### src/design/cache_pkg.sv
// shared widths and MESI codes; addresses are byte addresses and CPU data is one byte
`default_nettype none

package cache_pkg;

	////////////////////////////////////////
	// bus widths

	localparam int addr_w = 32; // cpu and snoop address
	localparam int byte_w = 8;  // cpu read and write data

	////////////////////////////////////////
	// MESI state codes

	localparam int mesi_w = 2;

	localparam logic [mesi_w-1:0] st_i = 2'b00; // invalid
	localparam logic [mesi_w-1:0] st_s = 2'b01; // shared, clean
	localparam logic [mesi_w-1:0] st_e = 2'b10; // exclusive, clean
	localparam logic [mesi_w-1:0] st_m = 2'b11; // modified, owes a cast out

endpackage

`default_nettype wire
### src/design/way_if.sv
// one way's lookup result and write port; set_w and off_w must match the cache top
`default_nettype none

interface way_if #(
	parameter int set_w = 4,
	parameter int off_w = 2
);

	localparam int tag_w  = cache_pkg::addr_w - set_w - off_w;
	localparam int line_w = cache_pkg::byte_w * (2 ** off_w);

	// lookup side, driven by the way
	logic                        hit;
	logic [cache_pkg::mesi_w-1:0] state;
	logic [tag_w-1:0]            tag;
	logic [line_w-1:0]           line;

	// write side, driven by the controller
	logic                        wr_en;
	logic [cache_pkg::mesi_w-1:0] wr_state;
	logic [tag_w-1:0]            wr_tag;
	logic [line_w-1:0]           wr_line;

	modport store (output hit, state, tag, line,
		input wr_en, wr_state, wr_tag, wr_line);

	modport ctrl (output wr_en, wr_state, wr_tag, wr_line);

	modport view (input hit, state, tag, line);

endinterface

`default_nettype wire

### src/design/four_way_cache.sv
// four-way MESI data cache top; one cycle per request, no handshake, snoop beats a cpu request
`default_nettype none

module four_way_cache #(
	parameter int set_w = 4, // 16 sets
	parameter int off_w = 2, // 4-byte lines
	localparam int tag_w = cache_pkg::addr_w - set_w - off_w,
	localparam int line_w = cache_pkg::byte_w * (2 ** off_w)
) (
	input  logic                         clk,
	input  logic                         rst_n,
	// cpu
	input  logic                         cpu_req,
	input  logic                         cpu_we,
	input  logic [cache_pkg::addr_w-1:0] cpu_addr,
	input  logic [cache_pkg::byte_w-1:0] cpu_wdata,
	// fill sources
	input  logic [line_w-1:0]            mem_line_in,
	input  logic [line_w-1:0]            shared_line_in,
	input  logic                         shared_in,
	// snoop
	input  logic                         snoop_valid,
	input  logic                         snoop_rdx,
	input  logic [cache_pkg::addr_w-1:0] snoop_addr,
	// responses
	output logic                         rsp_valid,
	output logic                         hit,
	output logic                         miss,
	output logic [cache_pkg::byte_w-1:0] rd_data,
	output logic                         bus_rd,
	output logic                         bus_rdx,
	output logic                         bus_upgr,
	output logic                         evict_valid,
	output logic [cache_pkg::addr_w-1:0] evict_addr,
	output logic [line_w-1:0]            evict_line,
	output logic                         snoop_hit,
	output logic                         snoop_dirty,
	output logic [line_w-1:0]            snoop_line
);

	logic [cache_pkg::addr_w-1:0] lk_addr;
	logic [tag_w-1:0]             lookup_tag;
	logic [set_w-1:0]             set_idx;
	logic [off_w-1:0]             offset;

	logic                         any_hit;
	logic [1:0]                   hit_way;
	logic [cache_pkg::mesi_w-1:0] sel_state;
	logic [line_w-1:0]            sel_line;
	logic [1:0]                   victim_way;
	logic [cache_pkg::mesi_w-1:0] victim_state;
	logic [tag_w-1:0]             victim_tag;
	logic [line_w-1:0]            victim_line;
	logic                         adv;

	////////////////////////////////////////
	// address split, snoop steals the lookup

	assign lk_addr = snoop_valid ? snoop_addr : cpu_addr;
	assign {lookup_tag, set_idx, offset} = lk_addr;

	////////////////////////////////////////
	// ways

	way_if #(.set_w(set_w), .off_w(off_w)) wif [4] ();

	for (genvar i = 0; i < 4; i++) begin : g_way
		cache_way #(.set_w(set_w), .off_w(off_w)) i_cache_way (
			.clk        (clk),
			.rst_n      (rst_n),
			.set_idx    (set_idx),
			.lookup_tag (lookup_tag),
			.w          (wif[i])
		);
	end

	// encoder, muxes, victim pointer
	way_select #(.set_w(set_w), .off_w(off_w)) i_way_select (
		.clk          (clk),
		.rst_n        (rst_n),
		.adv          (adv),
		.w0           (wif[0]),
		.w1           (wif[1]),
		.w2           (wif[2]),
		.w3           (wif[3]),
		.any_hit      (any_hit),
		.hit_way      (hit_way),
		.sel_state    (sel_state),
		.sel_line     (sel_line),
		.victim_way   (victim_way),
		.victim_state (victim_state),
		.victim_tag   (victim_tag),
		.victim_line  (victim_line)
	);

	// behavior
	mesi_ctrl #(.set_w(set_w), .off_w(off_w)) i_mesi_ctrl (
		.clk            (clk),
		.rst_n          (rst_n),
		.cpu_req        (cpu_req),
		.cpu_we         (cpu_we),
		.cpu_wdata      (cpu_wdata),
		.offset         (offset),
		.set_idx        (set_idx),
		.lookup_tag     (lookup_tag),
		.mem_line_in    (mem_line_in),
		.shared_line_in (shared_line_in),
		.shared_in      (shared_in),
		.snoop_valid    (snoop_valid),
		.snoop_rdx      (snoop_rdx),
		.any_hit        (any_hit),
		.hit_way        (hit_way),
		.sel_state      (sel_state),
		.sel_line       (sel_line),
		.victim_way     (victim_way),
		.victim_state   (victim_state),
		.victim_tag     (victim_tag),
		.victim_line    (victim_line),
		.w0             (wif[0]),
		.w1             (wif[1]),
		.w2             (wif[2]),
		.w3             (wif[3]),
		.adv            (adv),
		.rsp_valid      (rsp_valid),
		.hit            (hit),
		.miss           (miss),
		.rd_data        (rd_data),
		.bus_rd         (bus_rd),
		.bus_rdx        (bus_rdx),
		.bus_upgr       (bus_upgr),
		.evict_valid    (evict_valid),
		.evict_addr     (evict_addr),
		.evict_line     (evict_line),
		.snoop_hit      (snoop_hit),
		.snoop_dirty    (snoop_dirty),
		.snoop_line     (snoop_line)
	);

endmodule

`default_nettype wire

### src/design/mesi_ctrl.sv
// MESI behavior; fill lines must be valid with the request, a snoop in the same cycle drops the cpu request
`default_nettype none

module mesi_ctrl #(
	parameter int set_w = 4,
	parameter int off_w = 2,
	localparam int tag_w = cache_pkg::addr_w - set_w - off_w,
	localparam int line_w = cache_pkg::byte_w * (2 ** off_w)
) (
	input  logic                          clk,
	input  logic                          rst_n,
	// cpu side
	input  logic                          cpu_req,
	input  logic                          cpu_we,
	input  logic [cache_pkg::byte_w-1:0]  cpu_wdata,
	input  logic [off_w-1:0]              offset,
	input  logic [set_w-1:0]              set_idx,
	input  logic [tag_w-1:0]              lookup_tag,
	// fill sources and snoop
	input  logic [line_w-1:0]             mem_line_in,
	input  logic [line_w-1:0]             shared_line_in,
	input  logic                          shared_in,
	input  logic                          snoop_valid,
	input  logic                          snoop_rdx,
	// from the way selector
	input  logic                          any_hit,
	input  logic [1:0]                    hit_way,
	input  logic [cache_pkg::mesi_w-1:0]  sel_state,
	input  logic [line_w-1:0]             sel_line,
	input  logic [1:0]                    victim_way,
	input  logic [cache_pkg::mesi_w-1:0]  victim_state,
	input  logic [tag_w-1:0]              victim_tag,
	input  logic [line_w-1:0]             victim_line,
	way_if.ctrl                           w0,
	way_if.ctrl                           w1,
	way_if.ctrl                           w2,
	way_if.ctrl                           w3,
	output logic                          adv,
	// registered responses
	output logic                          rsp_valid,
	output logic                          hit,
	output logic                          miss,
	output logic [cache_pkg::byte_w-1:0]  rd_data,
	output logic                          bus_rd,
	output logic                          bus_rdx,
	output logic                          bus_upgr,
	output logic                          evict_valid,
	output logic [cache_pkg::addr_w-1:0]  evict_addr,
	output logic [line_w-1:0]             evict_line,
	output logic                          snoop_hit,
	output logic                          snoop_dirty,
	output logic [line_w-1:0]             snoop_line
);

	logic                         do_cpu;    // cpu request that survives a snoop
	logic                         wr_any;
	logic                         fill;
	logic [1:0]                   tgt_way;
	logic [cache_pkg::mesi_w-1:0] nstate;
	logic [line_w-1:0]            base_line;
	logic [line_w-1:0]            nline;
	logic [cache_pkg::byte_w-1:0] rd_byte;

	assign do_cpu = cpu_req && !snoop_valid;

	////////////////////////////////////////
	// next state and line

	always_comb begin
		wr_any  = 1'b0;
		fill    = 1'b0;
		tgt_way = hit_way;
		nstate  = sel_state;
		// hit keeps its own data, a miss picks its fill source
		if (any_hit) base_line = sel_line;
		else if (shared_in && !cpu_we) base_line = shared_line_in;
		else base_line = mem_line_in;
		nline = base_line;

		if (snoop_valid) begin
			if (any_hit) begin
				wr_any = 1'b1;
				// busRdX kills the copy, busRd demotes M and E to S
				nstate = snoop_rdx ? cache_pkg::st_i : cache_pkg::st_s;
			end
		end else if (cpu_req) begin
			if (cpu_we) begin
				nline[offset * cache_pkg::byte_w +: cache_pkg::byte_w] = cpu_wdata;
				nstate = cache_pkg::st_m; // silent from E or M
				wr_any = 1'b1;
			end else if (!any_hit) begin
				nstate = shared_in ? cache_pkg::st_s : cache_pkg::st_e;
				wr_any = 1'b1;
			end
			if (!any_hit) begin
				fill    = 1'b1;
				tgt_way = victim_way;
			end
		end
	end

	// read byte after the merge, so a write echoes its own data
	assign rd_byte = nline[offset * cache_pkg::byte_w +: cache_pkg::byte_w];

	assign adv = fill;

	////////////////////////////////////////
	// way write ports

	assign w0.wr_en    = wr_any && (tgt_way == 2'd0);
	assign w0.wr_state = nstate;
	assign w0.wr_tag   = lookup_tag;
	assign w0.wr_line  = nline;

	assign w1.wr_en    = wr_any && (tgt_way == 2'd1);
	assign w1.wr_state = nstate;
	assign w1.wr_tag   = lookup_tag;
	assign w1.wr_line  = nline;

	assign w2.wr_en    = wr_any && (tgt_way == 2'd2);
	assign w2.wr_state = nstate;
	assign w2.wr_tag   = lookup_tag;
	assign w2.wr_line  = nline;

	assign w3.wr_en    = wr_any && (tgt_way == 2'd3);
	assign w3.wr_state = nstate;
	assign w3.wr_tag   = lookup_tag;
	assign w3.wr_line  = nline;

	////////////////////////////////////////
	// registered responses

	always_ff @(posedge clk) begin
		if (!rst_n) begin
			rsp_valid   <= 1'b0;
			hit         <= 1'b0;
			miss        <= 1'b0;
			bus_rd      <= 1'b0;
			bus_rdx     <= 1'b0;
			bus_upgr    <= 1'b0;
			evict_valid <= 1'b0;
			snoop_hit   <= 1'b0;
			snoop_dirty <= 1'b0;
		end else begin
			rsp_valid   <= do_cpu;
			hit         <= do_cpu && any_hit;
			miss        <= do_cpu && !any_hit;
			bus_rd      <= do_cpu && !any_hit && !cpu_we;
			bus_rdx     <= do_cpu && !any_hit && cpu_we;
			bus_upgr    <= do_cpu && any_hit && cpu_we && (sel_state == cache_pkg::st_s);
			evict_valid <= fill && (victim_state == cache_pkg::st_m); // dirty victim only
			snoop_hit   <= snoop_valid && any_hit;
			snoop_dirty <= snoop_valid && any_hit && (sel_state == cache_pkg::st_m);
		end
	end

	// payload, qualified by the strobes above
	always_ff @(posedge clk) begin
		rd_data    <= rd_byte;
		evict_addr <= {victim_tag, set_idx, {off_w{1'b0}}}; // line aligned
		evict_line <= victim_line;
		snoop_line <= sel_line;
	end

endmodule

`default_nettype wire

### src/design/way_select.sv
// hit encoder and way muxes; at most one way may hit, victim is first invalid else round robin
`default_nettype none

module way_select #(
	parameter int set_w = 4,
	parameter int off_w = 2,
	localparam int tag_w = cache_pkg::addr_w - set_w - off_w,
	localparam int line_w = cache_pkg::byte_w * (2 ** off_w)
) (
	input  logic                         clk,
	input  logic                         rst_n,
	input  logic                         adv,          // a fill happens this edge
	way_if.view                          w0,
	way_if.view                          w1,
	way_if.view                          w2,
	way_if.view                          w3,
	output logic                         any_hit,
	output logic [1:0]                   hit_way,
	output logic [cache_pkg::mesi_w-1:0] sel_state,
	output logic [line_w-1:0]            sel_line,
	output logic [1:0]                   victim_way,
	output logic [cache_pkg::mesi_w-1:0] victim_state,
	output logic [tag_w-1:0]             victim_tag,
	output logic [line_w-1:0]            victim_line
);

	logic [3:0] encode; // way 0 in the msb
	logic [1:0] rr_ptr;
	logic       all_valid;

	////////////////////////////////////////
	// hit encoder and data mux

	assign encode  = {w0.hit, w1.hit, w2.hit, w3.hit};
	assign any_hit = |encode;

	always_comb begin
		case (encode)
			4'b1000: hit_way = 2'd0;
			4'b0100: hit_way = 2'd1;
			4'b0010: hit_way = 2'd2;
			4'b0001: hit_way = 2'd3;
			default: hit_way = 2'd0; // miss, mux output unused
		endcase
	end

	always_comb begin
		case (hit_way)
			2'd0: begin
				sel_state = w0.state;
				sel_line  = w0.line;
			end
			2'd1: begin
				sel_state = w1.state;
				sel_line  = w1.line;
			end
			2'd2: begin
				sel_state = w2.state;
				sel_line  = w2.line;
			end
			default: begin
				sel_state = w3.state;
				sel_line  = w3.line;
			end
		endcase
	end

	////////////////////////////////////////
	// victim choice

	always_comb begin
		all_valid = 1'b0;
		if (w0.state == cache_pkg::st_i) victim_way = 2'd0;
		else if (w1.state == cache_pkg::st_i) victim_way = 2'd1;
		else if (w2.state == cache_pkg::st_i) victim_way = 2'd2;
		else if (w3.state == cache_pkg::st_i) victim_way = 2'd3;
		else begin
			victim_way = rr_ptr; // set is full
			all_valid  = 1'b1;
		end
	end

	always_comb begin
		case (victim_way)
			2'd0: begin
				victim_state = w0.state;
				victim_tag   = w0.tag;
				victim_line  = w0.line;
			end
			2'd1: begin
				victim_state = w1.state;
				victim_tag   = w1.tag;
				victim_line  = w1.line;
			end
			2'd2: begin
				victim_state = w2.state;
				victim_tag   = w2.tag;
				victim_line  = w2.line;
			end
			default: begin
				victim_state = w3.state;
				victim_tag   = w3.tag;
				victim_line  = w3.line;
			end
		endcase
	end

	// one pointer shared by all sets
	always_ff @(posedge clk) begin
		if (!rst_n) begin
			rr_ptr <= 2'd0;
		end else if (adv && all_valid) begin
			rr_ptr <= rr_ptr + 2'd1; // wraps 3 to 0
		end
	end

endmodule

`default_nettype wire

### src/design/cache_way.sv
// single way store; lookup is combinational, writes land at the clock edge at set_idx
`default_nettype none

module cache_way #(
	parameter int set_w = 4,
	parameter int off_w = 2,
	localparam int tag_w = cache_pkg::addr_w - set_w - off_w,
	localparam int line_w = cache_pkg::byte_w * (2 ** off_w),
	localparam int sets = 2 ** set_w
) (
	input  logic             clk,
	input  logic             rst_n,
	input  logic [set_w-1:0] set_idx,    // same index to all four ways
	input  logic [tag_w-1:0] lookup_tag,
	way_if.store             w
);

	////////////////////////////////////////
	// storage

	logic [cache_pkg::mesi_w-1:0] state_mem [sets];
	logic [tag_w-1:0]             tag_mem   [sets];
	logic [line_w-1:0]            line_mem  [sets];

	// state array, every line invalid out of reset
	always_ff @(posedge clk) begin
		if (!rst_n) begin
			for (int i = 0; i < sets; i++) begin
				state_mem[i] <= cache_pkg::st_i;
			end
		end else if (w.wr_en) begin
			state_mem[set_idx] <= w.wr_state;
		end
	end

	// tag and data, only meaningful under a valid state
	always_ff @(posedge clk) begin
		if (w.wr_en) begin
			tag_mem[set_idx]  <= w.wr_tag;
			line_mem[set_idx] <= w.wr_line;
		end
	end

	////////////////////////////////////////
	// lookup

	assign w.state = state_mem[set_idx];
	assign w.tag   = tag_mem[set_idx];
	assign w.line  = line_mem[set_idx];

	// invalid lines never hit, whatever the stale tag says
	assign w.hit = (w.state != cache_pkg::st_i) && (w.tag == lookup_tag);

endmodule

`default_nettype wire

### config.mk
export PLATFORM = sky130hd
export DESIGN_NAME = four_way_cache
export DESIGN_NICKNAME = d
export VERILOG_FILES = /design/src/design/cache_pkg.sv /design/src/design/way_if.sv /design/src/design/four_way_cache.sv /design/src/design/mesi_ctrl.sv /design/src/design/way_select.sv /design/src/design/cache_way.sv
export SDC_FILE = /design/constraint.sdc
export NUM_CORES = 2
export LEC_CHECK = 0
export BUFFER_PORTS_ARGS = -buffer_cell sky130_fd_sc_hd__buf_2
export CORE_ASPECT_RATIO = 0.75
export CORE_MARGIN = 8
export CORE_UTILIZATION = 35
export DETAILED_ROUTE_END_ITERATION = 16
export SLEW_MARGIN = 20
export SYNTH_ARGS = -nofsm -noshare
export SYNTH_HDL_FRONTEND = slang
export SYNTH_SLANG_ARGS = --single-unit
### constraint.sdc
create_clock -name clk -period 12.58 [get_ports clk]
set_input_delay 1.258 -clock clk [delete_from_list [all_inputs] [get_ports clk]]
set_output_delay 1.258 -clock clk [all_outputs]
set_load 0.05 [all_outputs]
# Word-level counts from Yosys, hierarchy flattened
# Memory sizes are Yosys's and may differ from the RTL's.
# Index checks and enable logic that the tools add are counted.
# Widths: inputs -> output; s select.
[word_totals] mem_bits_rw=3840 mem_count=12 out_inout_bits=113 ff_bits=113 romBits=0 latch_bits=0
[op_classes] order_cmp=0 add_sub_neg=2 multipliers=0 bitwise_logic=0 n_div=0 muxes=67 eq_ne=17 reduce_logical=39 shift=3
[memory_table] name="g_way[0].i_cache_way.line_mem" depth=16 width=32 rd=1 rd_clocked_by_memory_dff=0 wr=1 line_no="cache_way.sv:23" source="logic [line_w-1:0] line_mem [sets];"
[memory_table] name="g_way[1].i_cache_way.line_mem" depth=16 width=32 rd=1 rd_clocked_by_memory_dff=0 wr=1 line_no="cache_way.sv:23"
[memory_table] name="g_way[2].i_cache_way.line_mem" depth=16 width=32 rd=1 rd_clocked_by_memory_dff=0 wr=1 line_no="cache_way.sv:23"
[memory_table] name="g_way[3].i_cache_way.line_mem" depth=16 width=32 rd=1 rd_clocked_by_memory_dff=0 wr=1 line_no="cache_way.sv:23"
[memory_table] name="g_way[0].i_cache_way.tag_mem" depth=16 width=26 rd=1 rd_clocked_by_memory_dff=0 wr=1 line_no="cache_way.sv:22" source="logic [tag_w-1:0] tag_mem [sets];"
[memory_table] name="g_way[1].i_cache_way.tag_mem" depth=16 width=26 rd=1 rd_clocked_by_memory_dff=0 wr=1 line_no="cache_way.sv:22"
[memory_table] name="6 more memories"
[ops] op="$mux 32" count=6
[ops] op="$pmux 32 s3" count=2
[ops] op="$eq 26x26->1" count=4
[ops] op="$pmux 26 s3" count=1
[ops] op="$mux 2" count=17
[ops] op="$neg 5->34" count=1
[ops] op="$shift 8x34->32 const A" count=1
[ops] op="$shiftx 8x34->32" count=1
[ops] op="$mux 1" count=33
[ops] op="$bwmux 32" count=1
[ops] op="$shiftx 32x6->8" count=1
[ops] op="$logic_and 1x1->1" count=20
[ops] op="$pmux 2 s3" count=3
[ops] op="$mux 4" count=4
[ops] op="$logic_not 2->1" count=7
[ops] op="$eq 2x2->1 const B" count=6
[ops] op="$eq 2x1->1 const B" count=4
[ops] op="$reduce_bool 2->1" count=4
[ops] op="$reduce_or 2->1" count=4
[ops] op="$eq 4x1->1 const B" count=1
[ops] op="$eq 4x2->1 const B" count=1
[ops] op="$eq 4x3->1 const B" count=1
[ops] op="$reduce_or 4->1" count=1
[ops] op="$logic_not 1->1" count=3
[ops] op="$add 2x1->2 const B" count=1

# Longest topological paths before layout
# An unclocked memory read counts as a cell.
[logic_depth] depth_word=17 ltp_mapped=24 mapped_depth_nobuf=14

# By module
# Synthesis repeated with hierarchy kept, for this count alone.
[hier_totals] hier_cells=7440 area_unflattened_um2=158126.7
[modules_own_cells] mod="cache_way at g_way[1].i_cache_way ..." cells_each=1633 area_per_inst_um2=37280.8 seq_area_each_um2=28827.6 instances=3
[modules_own_cells] mod="cache_way at g_way[0].i_cache_way" cells_each=1633 area_per_inst_um2=37282.0 seq_area_each_um2=28827.6 instances=1
[modules_own_cells] mod="mesi_ctrl" cells_each=621 area_per_inst_um2=5962.0 seq_area_each_um2=2222.1 instances=1
[modules_own_cells] mod="way_select" cells_each=251 area_per_inst_um2=2496.1 seq_area_each_um2=40.0 instances=1
[modules_own_cells] mod="four_way_cache" cells_each=36 area_per_inst_um2=544.3 seq_area_each_um2=0.0 instances=1

# Worst setup path before layout
# No wires, ideal clock.
[synth_timing] path_kind="in2reg" start="in snoop_valid" end="mem g_way[0].i_cache_way.line_mem[0][12] in the netlist's numbering, data pin" arrival_time_ns=7.776 setup_slack_ns=4.074 n_path_buf=6 setup_ns=0.730 cell_stages=15 required_time_ns=11.850 path_cell_list="buf_4 -> buf_2 -> buf_2 -> buf_2 -> mux2i_1 -> inv_1 -> xnor2_1 -> a2111oi_0 -> nand4_1 -> or4b_1 -> or4b_1 -> buf_2 -> clkbuf_1 -> o21ai_0 -> o31ai_1"
[synth_between] word_cells_on_any_way=42 cone_classes="add/sub (1); eq/ne (9); shift (2); mux (8); reduce/logical (10); memory (12)"
[synth_rtl] item="start: declaration" line_no="four_way_cache.sv:22" source="input logic snoop_valid,"
[synth_rtl] item="$mux 32 *" line_no="four_way_cache.sv:59" source="assign lk_addr = snoop_valid ? snoop_addr : cpu_addr;"
[synth_rtl] item="named net g_way[0].i_cache_way.lookup_tag[14]" line_no="cache_way.sv:14" source="input logic [tag_w-1:0] lookup_tag,"
[synth_rtl] item="$eq 26x26->1" line_no="cache_way.sv:52" source="assign w.hit = (w.state != cache_pkg::st_i) && (w.tag == lookup_tag);"
[synth_rtl] item="$logic_and 1x1->1" line_no="cache_way.sv:52"
[synth_rtl] item="$eq 4x1->1 (tied with other cells)" line_no="way_select.sv:38" source="case (encode)"
[synth_rtl] item="$pmux 2 s3" line_no="way_select.sv:38"
[synth_rtl] item="$eq 2x2->1 (tied with other cells)" line_no="way_select.sv:48" source="case (hit_way)"
[synth_rtl] item="$pmux 32 s3" line_no="way_select.sv:48"
[synth_rtl] item="$mux 32 *" line_no="mesi_ctrl.sv:75" source="if (any_hit) base_line = sel_line;"
[synth_rtl] item="$bwmux 32" line_no="mesi_ctrl.sv:88" source="nline[offset * cache_pkg::byte_w +: cache_pkg::byte_w] = cpu_wdata;"
[synth_rtl] item="$mux 32" line_no="mesi_ctrl.sv:87" source="if (cpu_we) begin"
[synth_rtl] item="$mux 32" line_no="mesi_ctrl.sv:86" source="end else if (cpu_req) begin"
[synth_rtl] item="$mux 32 *" line_no="mesi_ctrl.sv:80" source="if (snoop_valid) begin"
[synth_rtl] item="named net g_way[0].i_cache_way.w.wr_line[12]" line_no="way_if.sv:25" source="input wr_en, wr_state, wr_tag, wr_line);"
[synth_rtl] item="end: declaration" line_no="cache_way.sv:23"
# The timed path passes the listed nets; every way through them passes the cells marked *.

# Worst setup path after layout
[layout_timing] start="in snoop_valid" end="mem g_way[2].i_cache_way.tag_mem[15][1] in the netlist's numbering (enable)"
[layout_between] elab_chain_len=14 word_cells_on_any_way=46 cone_classes="eq/ne (8); mux (16); reduce/logical (14); memory (8)"
[layout_lines] item="parallel branches: the longest is 14 deep, another holds $mem_v2 16x26"
[layout_lines] item="end: declaration" line_no="cache_way.sv:22"
# Parallel ways; which one is timed is not known.

==> metrics.csv <==
metric;value;unit
grt_max_degree;156;
place_area;173000;um^2
antenna_found_initial;47;
rsz0062_at_grt;no;
crit_buf_inv;6;
critical_path_class;in2reg;
setup_slack;3.13;ns
p_comb_frac;0.119;
status;complete, no violations;
port_buffers;253;
clk_latency;1.05;ns
holdBufCountCts;0;
cap_violations;0;
seq_area_frac_synth;0.723;
die_x;803;um
initial_utilization;0.352;
grt_pass1_wl;807000;um
drc_errors;0;
root_buffer;clkbuf_16;
cp_max_fo;44;
area_growth_syn_to_layout;14.2;%
num_vias;108000;
crit_path_max_incr_delay;0.81;ns
fin_area;186000;um^2
synth_mux_area_frac;0.0294;
cp.required;13.23;ns
drt_iter0_markers;16500;
cp.arrival;10.10;ns
setup_viol_count_final;0;
avgSynthCellArea;14.0;um^2
clock-sinks;3953;
hold_viol;0;
dieHeight;606;um
tritoncts;yes;
netlist_area;163000;um^2
grt-ovfl-total;0;
cts_resized;0;
r2r_slack;5.38;ns
internal_power;22.1;mW
hold_class;reg2reg;
critical_path.slowest_cell;buf_4;
synth_xor_area_frac;0.00539;
swShare;0.267;
synth_edf_count;3840;
setup_tns;0;ns
synth_cell_types;90;
final_max_slew_viol_count;0;
io_pins;256;
htreeDepth;5;
drt_pass1_iterations;6;
crit_family;simple AND/OR/NAND/NOR gates;
cp-end-kind;flop;
viasPerCell;5.91;
wl;585000;um
synth_adder_area_share;0.000385;
worst_pin_slew;1.30;ns
finalCriticalPeriod;9.45;ns
gp_congestion;0.962;
irDropWorstVdd;0.114;mV
fin_crit_sh;0.751;
grtUsageTotal;0.230;
clkPwrFrac;0.390;
whs;0.551;ns
yosys.area_share.simple;0.113;
synth_top_family_by_area;simple AND/OR/NAND/NOR gates;
power_leakage;61.5;nW
powerDensity;162;nW/um^2
die_area;487000;um^2
ant_nets;0;
startpoint_type;input pin;
wl_per_cell;32.0;um
async_flop_share;0;
pwr-share-seq;0.491;
synth_compound_area_frac;0.102;
grt_pass1_vias;101000;
core;462000;um^2
fp-row-count;216;
path_cells;buf_4 > buf_4 > or3b_1 > and2_4 > buf_12 > nor2_1 > nor4_2 > xnor2_1 > a2111oi_0 > nand4_1 > or4b_1 > or4b_1 > buf_4 > and2_1 > a21o_1 > nand3_4 > nor2_4 > buf_4 > buf_4;
syn_inst;11600;
clk_pin_slew;0.06;ns
nFillCells;42400;
cts_buffer_depth;4;
drive_gt1_frac;0.140;
preCtsSetupSlack;2.43;ns
fin_skew;0.0782;ns
synthFlopType;edfxtp_1;
layout.nets;11900;
postCtsSetupRepairBufs;0;
relSlewSlack;0.130;
dp_hpwl;329000;um
cpMostUsedCell;buf_4;
switchingPower;8.04;mW
ys_warn_count;0;
yosys_register_bits;3953;
fmax;0.106;GHz
numCtsBuffers;400;
==> path summary, 6_finish.rpt <==
kind,to,start,cells past startpoint
hold / removal,i_way_select.rr_ptr[1],i_way_select.rr_ptr[1],2
setup reg to reg,g_way[2].i_cache_way.tag_mem[15][1],g_way[1].i_cache_way.tag_mem[11][8],15
hold reg to reg,i_way_select.rr_ptr[1],i_way_select.rr_ptr[1],2
setup / recovery,g_way[2].i_cache_way.tag_mem[15][1],snoop_valid,19
==> cells in the mapped netlist, drive strengths merged (33+ instances only) <==
cell type | n | area, um^2
o31ai | 55 | 413
edfxtp | 3840 | 115000
and3 | 173 | 1080
inv | 63 | 239
nand2 | 2334 | 8770
nor2 | 215 | 810
a311oi | 257 | 2250
a21oi | 84 | 420
dfxtp | 113 | 2260
o21ai | 178 | 891
mux4 | 140 | 3150
o22ai | 67 | 419
a21o | 920 | 6910
o2111ai | 33 | 307
a31oi | 89 | 563
clkbuf | 447 | 1680
a41oi | 206 | 1800
mux2i | 131 | 1320
o211ai | 74 | 569
nand3 | 1025 | 5130
nor4 | 104 | 697
buf | 452 | 2580
nor3 | 140 | 1020
xnor2 | 100 | 876
==> worst min-delay path, cell delays in order, from the launching register on <==
cell      delay (ns)
dfxtp_1         0.34
o21ai_0         0.08
a21boi_0        0.07
==> cells by family (layout without fill, tap and decap cells) <==
kind of cell / Yosys count / in the layout
adder cells (fa/ha/maj): 5 / 5
other: 1 / 60
AO/OA/AOI/OAI: 2187 / 2187
XOR/XNOR: 100 / 100
multiplexers: 298 / 298
buffers and inverters: 964 / 1480
flip-flops: 3953 / 3953
AND/OR/NAND/NOR: 4100 / 4100
==> registers in the layout (all words and copies together) (netlist names), 2 cells and up <==
register                     count
i_mesi_ctrl.evict_line          32
i_mesi_ctrl.rd_data              8
g_way.i_cache_way.tag_mem     1664
g_way.i_cache_way.state_mem    128
i_mesi_ctrl.snoop_line          32
i_way_select.rr_ptr              2
g_way.i_cache_way.line_mem    2048
i_mesi_ctrl.evict_addr          30
==> metal layers <==
| metal | GRT usage | up-vias | wire, um |
|---|---|---|---|
| li1 | - | 44800 | - |
| met1 | 0.323 | 54900 | 232000 |
| met2 | 0.329 | 7165 | 248000 |
| met3 | 0.0657 | 1113 | 76200 |
| met4 | 0.105 | 20 | 28600 |
| met5 | 0.000593 | - | 120 |
==> power by group through the flow <==
stage / Clock, mW / Combinational (mW) / Sequential, mW
after global placement: 0 / 3.52 / 15.1
after CTS: 11.8 / 3.53 / 14.8
after detailed placement: 0 / 3.53 / 15.1
after floorplan: 0 / 1.61 / 15.5
after global routing: 12.3 / 3.72 / 14.8
final: 11.8 / 3.60 / 14.8
==> cell usage in the layout (no fill, tap or decap), types with 100 or more instances in the layout <==
master / Yosys / final
o21ai_0: 176 / 168
a21o_1: 920 / 920
mux4_2: 140 / 140
buf_2: 189 / 252
buf_4: 77 / 348
a311oi_1: 257 / 257
a41oi_1: 206 / 206
mux2i_1: 130 / 121
and3_1: 173 / 172
xnor2_1: 100 / 100
dfxtp_1: 113 / 113
nor2_1: 214 / 147
clkbuf_16: 0 / 405
edfxtp_1: 3840 / 3840
nand3_1: 1025 / 1023
nand2_1: 2333 / 2326
==> through the flow <==
step / utilization / std cells / power (mW)
after floorplan: - / 11600 / 17.1
after global placement: 0.374 / 17500 / 18.6
after detailed placement: 0.374 / 17500 / 18.6
after CTS: 0.401 / 18200 / 30.2
after global routing: 0.402 / 18300 / 30.9
final: 0.402 / 18300 / 30.2
==> final cells by class <==
class | instances | area (um^2) | share of cell area
Multi-Input combinational cell | 6692 | 41900 | 0.226
Inverter | 65 | 278 | 0.00150
Clock buffer | 498 | 10500 | 0.0568
Clock inverter | 232 | 2110 | 0.0113
Tap cell | 6104 | 7640 | 0.0411
Timing Repair Buffer | 685 | 5520 | 0.0297
Sequential cell | 3953 | 118000 | 0.633
Antenna cell | 58 | 145 | 0.000781
(Power assumes the default switching activity.)
